<file path="src/mc_wh_pkg.sv">
// Manycore to wormhole adapter shared definitions
// Packet and header layouts, opcodes and per-opcode body length rules
`default_nettype none

package mc_wh_pkg;

  localparam int flit_width_c = 16;
  localparam int cord_width_c = 8;
  localparam int len_width_c  = 4;
  localparam int addr_width_c = 16;
  localparam int data_width_c = 32;

  // Manycore request opcodes
  typedef enum logic [1:0]
  {
    mc_load  = 2'd0,
    mc_store = 2'd1,
    mc_fence = 2'd2
  } mc_opcode_e;

  typedef struct packed
  {
    mc_opcode_e              op;
    logic [addr_width_c-1:0] addr;
    logic [data_width_c-1:0] data;
    logic [cord_width_c-1:0] src_cord;
  } mc_packet_s;

  // Header flit, cord is {y, x}
  typedef struct packed
  {
    logic [1:0]              op;
    logic [1:0]              reserved;
    logic [len_width_c-1:0]  len;
    logic [cord_width_c-1:0] cord;
  } wh_header_s;

  typedef logic [flit_width_c-1:0] wh_flit_t;

  localparam logic [len_width_c-1:0] body_len_store_c = 4'd4;
  localparam logic [len_width_c-1:0] body_len_load_c  = 4'd2;
  localparam logic [len_width_c-1:0] body_len_fence_c = 4'd1;

  // Body flit slots in their wire order
  typedef enum logic [1:0]
  {
    body_addr    = 2'd0,
    body_data_lo = 2'd1,
    body_data_hi = 2'd2,
    body_src     = 2'd3
  } body_field_e;

  // Number of body flits behind the header
  function automatic logic [len_width_c-1:0] body_len(mc_opcode_e op);
    case (op)
      mc_store: body_len = body_len_store_c;
      mc_load:  body_len = body_len_load_c;
      default:  body_len = body_len_fence_c;
    endcase
  endfunction

  // Which field the idx-th body flit of an opcode carries
  function automatic body_field_e body_field(mc_opcode_e op, logic [len_width_c-1:0] idx);
    case (op)
      mc_store: body_field = body_field_e'(idx[1:0]);
      mc_load:  body_field = (idx == '0) ? body_addr : body_src;
      default:  body_field = body_src;
    endcase
  endfunction

endpackage

`default_nettype wire

</file>
<file path="src/wh_flit_serializer.sv">
// Wormhole flit serializer
// Splits one manycore packet into a header flit and its body flits,
// skipping the fields that the opcode does not send
`default_nettype none

module wh_flit_serializer
(
  input  logic                               mc_clk_i,
  input  logic                               rst_i,
  input  mc_wh_pkg::mc_packet_s              pkt_i,
  input  logic                               pkt_v_i,
  output logic                               pkt_ready_o,
  input  logic [mc_wh_pkg::cord_width_c-1:0] dest_cord_i,
  output mc_wh_pkg::wh_flit_t                flit_o,
  output logic                               flit_v_o,
  input  logic                               flit_ready_i
);
  import mc_wh_pkg::*;

  typedef enum logic [1:0]
  {
    ser_idle,
    ser_header,
    ser_body
  } ser_state_e;

  ser_state_e              state_r;
  mc_packet_s              pkt_r;
  logic [cord_width_c-1:0] cord_r;
  logic [len_width_c-1:0]  idx_r;
  logic [len_width_c-1:0]  len;
  wh_header_s              header;
  wh_flit_t                body;
  logic                    pkt_take;
  logic                    flit_done;
  logic                    last_body;

  assign pkt_ready_o = (state_r == ser_idle);
  assign flit_v_o    = (state_r != ser_idle);
  assign pkt_take    = pkt_v_i & pkt_ready_o;
  assign flit_done   = flit_v_o & flit_ready_i;
  assign len         = body_len(pkt_r.op);
  assign last_body   = (idx_r == len - 1'b1);

  always_comb
  begin
    header      = '0;
    header.op   = pkt_r.op;
    header.len  = len;
    header.cord = cord_r;
  end

  // Body flit mux, indexed through the opcode's field order
  always_comb
  begin
    case (body_field(pkt_r.op, idx_r))
      body_addr:    body = pkt_r.addr;
      body_data_lo: body = pkt_r.data[flit_width_c-1:0];
      body_data_hi: body = pkt_r.data[data_width_c-1:flit_width_c];
      default:      body = {{(flit_width_c-cord_width_c){1'b0}}, pkt_r.src_cord};
    endcase
  end

  assign flit_o = (state_r == ser_header) ? wh_flit_t'(header) : body;

  always_ff @(posedge mc_clk_i)
  begin
    if (rst_i)
    begin
      state_r <= ser_idle;
      idx_r   <= '0;
    end
    else
    begin
      case (state_r)
        ser_idle:
          if (pkt_take)
          begin
            state_r <= ser_header;
          end
        ser_header:
          if (flit_done)
          begin
            state_r <= ser_body;
            idx_r   <= '0;
          end
        ser_body:
          if (flit_done)
          begin
            if (last_body)
            begin
              state_r <= ser_idle;
              idx_r   <= '0;
            end
            else
            begin
              idx_r <= idx_r + 1'b1;
            end
          end
        default:
          state_r <= ser_idle;
      endcase
    end
  end

  // Packet and destination are held for the whole burst
  always_ff @(posedge mc_clk_i)
  begin
    if (pkt_take)
    begin
      pkt_r  <= pkt_i;
      cord_r <= dest_cord_i;
    end
  end

endmodule

`default_nettype wire

</file>
<file path="src/wh_flit_fifo.sv">
// Valid/ready flit FIFO
// Circular buffer with wrap-bit pointers, output read straight from storage
`default_nettype none

module wh_flit_fifo
#(
  parameter int fifo_depth_p = 4
)
(
  input  logic                mc_clk_i,
  input  logic                rst_i,
  input  mc_wh_pkg::wh_flit_t wr_flit_i,
  input  logic                wr_v_i,
  output logic                wr_ready_o,
  output mc_wh_pkg::wh_flit_t rd_flit_o,
  output logic                rd_v_o,
  input  logic                rd_ready_i
);
  import mc_wh_pkg::*;

  localparam int addr_width_lp = $clog2(fifo_depth_p);

  wh_flit_t               mem [fifo_depth_p];
  logic [addr_width_lp:0] wr_ptr_r;
  logic [addr_width_lp:0] rd_ptr_r;
  logic                   full;
  logic                   empty;
  logic                   wr_en;
  logic                   rd_en;

  // Same index, wrap bits differ when full
  assign empty = (wr_ptr_r == rd_ptr_r);
  assign full  = (wr_ptr_r[addr_width_lp] != rd_ptr_r[addr_width_lp])
              && (wr_ptr_r[addr_width_lp-1:0] == rd_ptr_r[addr_width_lp-1:0]);

  assign wr_ready_o = ~full;
  assign rd_v_o     = ~empty;
  assign wr_en      = wr_v_i & ~full;
  assign rd_en      = rd_ready_i & ~empty;
  assign rd_flit_o  = mem[rd_ptr_r[addr_width_lp-1:0]];

  always_ff @(posedge mc_clk_i)
  begin
    if (rst_i)
    begin
      wr_ptr_r <= '0;
      rd_ptr_r <= '0;
    end
    else
    begin
      if (wr_en)
      begin
        wr_ptr_r <= wr_ptr_r + 1'b1;
      end
      if (rd_en)
      begin
        rd_ptr_r <= rd_ptr_r + 1'b1;
      end
    end
  end

  always_ff @(posedge mc_clk_i)
  begin
    if (wr_en)
    begin
      mem[wr_ptr_r[addr_width_lp-1:0]] <= wr_flit_i;
    end
  end

endmodule

`default_nettype wire

</file>
<file path="src/wh_flit_deserializer.sv">
// Wormhole flit deserializer
// Collects a header and its body flits and rebuilds the manycore packet,
// unsent fields come back as zero
`default_nettype none

module wh_flit_deserializer
(
  input  logic                  mc_clk_i,
  input  logic                  rst_i,
  input  mc_wh_pkg::wh_flit_t   flit_i,
  input  logic                  flit_v_i,
  output logic                  flit_ready_o,
  output mc_wh_pkg::mc_packet_s pkt_o,
  output logic                  pkt_v_o,
  input  logic                  pkt_ready_i
);
  import mc_wh_pkg::*;

  typedef enum logic [1:0]
  {
    des_header,
    des_body,
    des_hold
  } des_state_e;

  des_state_e             state_r;
  mc_packet_s             pkt_r;
  logic [len_width_c-1:0] len_r;
  logic [len_width_c-1:0] idx_r;
  wh_header_s             header;
  logic                   flit_take;
  logic                   last_body;

  assign header       = flit_i;
  assign flit_ready_o = (state_r != des_hold);
  assign flit_take    = flit_v_i & flit_ready_o;
  assign last_body    = (idx_r == len_r - 1'b1);
  assign pkt_v_o      = (state_r == des_hold);
  assign pkt_o        = pkt_r;

  always_ff @(posedge mc_clk_i)
  begin
    if (rst_i)
    begin
      state_r <= des_header;
      len_r   <= '0;
      idx_r   <= '0;
    end
    else
    begin
      case (state_r)
        des_header:
          if (flit_take)
          begin
            state_r <= des_body;
            len_r   <= header.len;
            idx_r   <= '0;
          end
        des_body:
          if (flit_take)
          begin
            if (last_body)
            begin
              state_r <= des_hold;
            end
            else
            begin
              idx_r <= idx_r + 1'b1;
            end
          end
        des_hold:
          // Finished packet waits here for the manycore side
          if (pkt_ready_i)
          begin
            state_r <= des_header;
          end
        default:
          state_r <= des_header;
      endcase
    end
  end

  // Header clears the packet, body flits land in their fields
  always_ff @(posedge mc_clk_i)
  begin
    if (flit_take && (state_r == des_header))
    begin
      pkt_r    <= '0;
      pkt_r.op <= mc_opcode_e'(header.op);
    end
    else if (flit_take && (state_r == des_body))
    begin
      case (body_field(pkt_r.op, idx_r))
        body_addr:    pkt_r.addr <= flit_i;
        body_data_lo: pkt_r.data[flit_width_c-1:0] <= flit_i;
        body_data_hi: pkt_r.data[data_width_c-1:flit_width_c] <= flit_i;
        default:      pkt_r.src_cord <= flit_i[cord_width_c-1:0];
      endcase
    end
  end

endmodule

`default_nettype wire

</file>
<file path="src/mc_wh_adapter_top.sv">
// Manycore link to wormhole adapter
// Outbound path serializes packets into a flit FIFO, inbound path
// buffers flits and rebuilds packets
`default_nettype none

module mc_wh_adapter_top
#(
  parameter int fifo_depth_p = 4
)
(
  input  logic                               mc_clk_i,
  input  logic                               rst_i,
  // Manycore send side
  input  mc_wh_pkg::mc_packet_s              mc_pkt_i,
  input  logic                               mc_pkt_v_i,
  output logic                               mc_pkt_ready_o,
  // Manycore receive side
  output mc_wh_pkg::mc_packet_s              mc_pkt_o,
  output logic                               mc_pkt_v_o,
  input  logic                               mc_pkt_ready_i,
  // Stable before reset is released
  input  logic [mc_wh_pkg::cord_width_c-1:0] mc_dest_cord_i,
  // Wormhole link
  output mc_wh_pkg::wh_flit_t                wh_flit_o,
  output logic                               wh_v_o,
  input  logic                               wh_ready_i,
  input  mc_wh_pkg::wh_flit_t                wh_flit_i,
  input  logic                               wh_v_i,
  output logic                               wh_ready_o
);
  import mc_wh_pkg::*;

  wh_flit_t ser_flit;
  logic     ser_v;
  logic     ser_ready;
  wh_flit_t des_flit;
  logic     des_v;
  logic     des_ready;

  // Outbound path
  wh_flit_serializer ser
  (
    .mc_clk_i     (mc_clk_i),
    .rst_i        (rst_i),
    .pkt_i        (mc_pkt_i),
    .pkt_v_i      (mc_pkt_v_i),
    .pkt_ready_o  (mc_pkt_ready_o),
    .dest_cord_i  (mc_dest_cord_i),
    .flit_o       (ser_flit),
    .flit_v_o     (ser_v),
    .flit_ready_i (ser_ready)
  );

  wh_flit_fifo #(.fifo_depth_p(fifo_depth_p)) out_fifo
  (
    .mc_clk_i   (mc_clk_i),
    .rst_i      (rst_i),
    .wr_flit_i  (ser_flit),
    .wr_v_i     (ser_v),
    .wr_ready_o (ser_ready),
    .rd_flit_o  (wh_flit_o),
    .rd_v_o     (wh_v_o),
    .rd_ready_i (wh_ready_i)
  );

  // Inbound path
  wh_flit_fifo #(.fifo_depth_p(fifo_depth_p)) in_fifo
  (
    .mc_clk_i   (mc_clk_i),
    .rst_i      (rst_i),
    .wr_flit_i  (wh_flit_i),
    .wr_v_i     (wh_v_i),
    .wr_ready_o (wh_ready_o),
    .rd_flit_o  (des_flit),
    .rd_v_o     (des_v),
    .rd_ready_i (des_ready)
  );

  wh_flit_deserializer des
  (
    .mc_clk_i     (mc_clk_i),
    .rst_i        (rst_i),
    .flit_i       (des_flit),
    .flit_v_i     (des_v),
    .flit_ready_o (des_ready),
    .pkt_o        (mc_pkt_o),
    .pkt_v_o      (mc_pkt_v_o),
    .pkt_ready_i  (mc_pkt_ready_i)
  );

endmodule

`default_nettype wire

</file>
<file path="config.mk">
export PLATFORM = sky130hd
export DESIGN_NAME = mc_wh_adapter_top
export DESIGN_NICKNAME = d
export VERILOG_FILES = /design/src/mc_wh_pkg.sv /design/src/wh_flit_serializer.sv /design/src/wh_flit_fifo.sv /design/src/wh_flit_deserializer.sv /design/src/mc_wh_adapter_top.sv
export SDC_FILE = /design/constraint.sdc
export NUM_CORES = 1
export LEC_CHECK = 0
export ABC_AREA = 1
export BUFFER_PORTS_ARGS = -buffer_cell sky130_fd_sc_hd__buf_2
export CAP_MARGIN = 15
export CORE_MARGIN = 4
export CORE_UTILIZATION = 45
export DETAILED_ROUTE_END_ITERATION = 6
export GPL_TIMING_DRIVEN = 0
export PLACE_DENSITY = 0.65
export SYNTH_ARGS = -nofsm -noshare
export SYNTH_HDL_FRONTEND = slang
export SYNTH_SLANG_ARGS = --single-unit
export TNS_END_PERCENT = 30
</file>
<file path="constraint.sdc">
create_clock -name mc_clk_i -period 2.9 [get_ports mc_clk_i]
set_input_delay 0.58 -clock mc_clk_i [delete_from_list [all_inputs] [get_ports mc_clk_i]]
set_output_delay 0.58 -clock mc_clk_i [all_outputs]
set_load 0.01 [all_outputs]
</file>
==> impl_metrics.env <==
export IMPL_arrival_ps=2090
export IMPL_rsz0062_at_grt="false"
export IMPL_worst_hold_path_type="input pin to register"
export IMPL_p_total_mw=14.5
export IMPL_postLayoutCoreUtil=0.552
export IMPL_hold_viol_final=0
export IMPL_fillers=2140
export IMPL_reg2reg_depth=11
export IMPL_first_pass_iters=6
export IMPL_route_met3_wl_mm=1.25
export IMPL_finalMaxSlewViolations=0
export IMPL_wl_met1_mm=11.8
export IMPL_postCtsSetupBuffers=0
export IMPL_grt_util_all_layers=0.184
export IMPL_synth_largest_area_cell="edfxtp_1"
export IMPL_worst_slew_pin_transition_ps=981
export IMPL_cts_resized=0
export IMPL_ant_nets=0
export IMPL_die_x_um=167
export IMPL_initial_core_util=0.462
export IMPL_instances_no_fill=1606
export IMPL_grt_max_degree=44
export IMPL_dp_hpwl_mm=18.6
export IMPL_leakagePower_nw=5.62
export IMPL_drv_cap=0
export IMPL_antenna_found_initial=1
export IMPL_crit_reg2reg_launch="ser.idx_r[0]"
export IMPL_htreeDepth=1
export IMPL_layout_common_cells="nand2_1, edfxtp_1, buf_2, nor2_1, o21ai_0"
export IMPL_wirelength_mm=26.2
export IMPL_grt_ovfl_total=0
export IMPL_tns_ps=0
export IMPL_place_inst=1552
export IMPL_rows=57
export IMPL_wl_per_cell_um=16.3
export IMPL_crit_path_end="wh_flit_o[3]"
export IMPL_ys_ff_latch=284
export IMPL_synth_cell_types=34
export IMPL_holdBufCountCts=0
export IMPL_fmax_mhz=375
export IMPL_drt_iter0_markers=543
export IMPL_r2r_setup_slack_ps=710
export IMPL_area_growth_synth_to_final_pct=19.6
export IMPL_synthCells=1060
export IMPL_path_class="register to output port"
export IMPL_cts_buffers=29
export IMPL_synth_area_um2=11400
export IMPL_finalSetupViolCount=0
export IMPL_wl_met2_mm=12.4
export IMPL_coreArea_um2=24600
export IMPL_clock_sinks=284
export IMPL_drc_errors=0
export IMPL_hold_ws_ps=216
export IMPL_clk_pin_slew_ps=60
export IMPL_outcome="finished clean"
export IMPL_layout_commonest_cell="nand2_1"
export IMPL_fin_crit_ps=2670
export IMPL_pre_cts_ws_ps=669
export IMPL_vias=8020
export IMPL_clock_latency_ps=540
export IMPL_place_congestion=0.837
export IMPL_clock_root_buffer="clkbuf_16"
export IMPL_clock_skew_ps=9.56
export IMPL_worst_setup_path_start_kind="register"
export IMPL_seq_area_frac_synth=0.673
export IMPL_place_area_um2=12700
export IMPL_grt_pass1_wl_mm=41.5
export IMPL_dieHeight_um=167
export IMPL_yosysWarningCount=0
export IMPL_ir_worst_vdd_uv=590
export IMPL_nets=1365
export IMPL_grt_pass1_vias=7648
export IMPL_worstPathRequired_ps=2320
export IMPL_vias_per_cell=4.99
export IMPL_ctsLongestPathBuffers=3
export IMPL_path_max_fanout=10
export IMPL_stdcell_area_um2=13600
export IMPL_synth_top_cells_by_area="edfxtp_1, dfxtp_1, nand2_1, o21ai_0, nor2_1"
export IMPL_dieArea_um2=27900
export IMPL_top_layer_used="met4"
export IMPL_synth_top_area_share=0.518
export IMPL_crit_path_end_kind="output port"
export IMPL_relSlewSlack=0.346
export IMPL_drive_gt1_frac=0.213
export IMPL_rr_endpoint="out_fifo.mem[2][12]"
export IMPL_syn_avg_cell_area_um2=10.7
export IMPL_setup_ws_ps=232
export IMPL_synth_nets=1166
export IMPL_top_level_ports=166
export IMPL_p_per_area_nw_per_um2=1070
export IMPL_io_buffers=164
export IMPL_cts_tree="done"
export IMPL_min_period_over_period=0.920
[worst max-delay path: stages, from the launching register on]
cell and delay [ps]:
dfxtp_1 380, inv_1 150, clkbuf_1 470, nor2_1 80
o22ai_1 270, buf_2 190
[sequential cells by signal, summed over array words and instances (netlist names), 3 cells and up, named ones only]
register	cells
ser.cord_r	8
in_fifo.mem	64
ser.pkt_r	56
out_fifo.mem	64
out_fifo.wr_ptr_r	3
out_fifo.rd_ptr_r	3
ser.idx_r	4
des.idx_r	4
in_fifo.rd_ptr_r	3
in_fifo.wr_ptr_r	3
des.pkt_o	58
des.len_r	4
[Yosys cell counts]
master	count
nand2_1	216
nor2_4	4
or2_0	8
a32o_1	1
nor2_2	2
a32oi_1	4
inv_1	74
o22ai_1	21
clkbuf_2	1
clkbuf_1	17
ha_1	18
a21oi_1	60
buf_2	10
edfxtp_1	196
nor3_1	2
nand4_1	4
nor3b_1	1
xor2_1	2
nor2_1	121
nand2_4	3
xnor2_1	6
or2_2	2
dfxtp_1	88
nand3_1	59
a31oi_1	3
buf_6	10
nand3b_1	1
o21ai_0	100
buf_4	2
nand2_2	10
o21ai_1	4
inv_4	2
inv_2	6
nand3_2	2
[how the worst min path moves through the flow]
stage,start,end,slack [ps],depth (start not counted)
2_1_floorplan,out_fifo.wr_ptr_r[2],out_fifo.wr_ptr_r[2],440,1
5_1_grt,mc_pkt_i[39],ser.pkt_r[39],180,1
3_3_place_gp,out_fifo.wr_ptr_r[2],out_fifo.wr_ptr_r[2],460,1
4_1_cts,mc_pkt_i[39],ser.pkt_r[39],190,1
3_5_place_dp,in_fifo.rd_ptr_r[2],in_fifo.rd_ptr_r[2],470,2
6_report,mc_pkt_i[22],ser.pkt_r[22],220,1
[layer usage]
metal,GRT usage,up-vias
li1,-,4018
met1,0.259,3766
met2,0.299,196
met3,0.0261,40
met4,0.0569,0
met5,0,-
[layout make-up]
| cell class | instances | area (um^2) | share of cell area |
|---|---|---|---|
| Sequential cell | 284 | 7650 | 0.563 |
| Multi-Input combinational cell | 654 | 3180 | 0.234 |
| Clock buffer | 31 | 733 | 0.0539 |
| Timing Repair Buffer | 168 | 878 | 0.0646 |
| Antenna cell | 1 | 2.50 | 0.000184 |
| Buffer | 40 | 246 | 0.0181 |
| Inverter | 82 | 313 | 0.0230 |
| Clock inverter | 22 | 188 | 0.0138 |
| Tap cell | 324 | 405 | 0.0298 |
[logic make-up after synthesis]
| family | after synthesis | share of synthesized area |
|---|---|---|
| AO/OA/AOI/OAI | 193 | 0.0894 |
| flip-flops | 284 | 0.673 |
| adder cells (fa/ha/maj) | 18 | 0.0198 |
| AND/OR/NAND/NOR | 435 | 0.163 |
| XOR/XNOR | 8 | 0.00617 |
| buffers and inverters | 122 | 0.0492 |
[power by group]
| part | internal [mW] | total, mW | switching (mW) |
|---|---|---|---|
| logic | 1.59 | 5.01 | 3.42 |
| registers | 5.50 | 5.91 | 0.406 |
| clock network | 2.09 | 3.59 | 1.50 |
| total | 9.18 | 14.5 | 5.33 |
(Power assumes the default switching activity.)
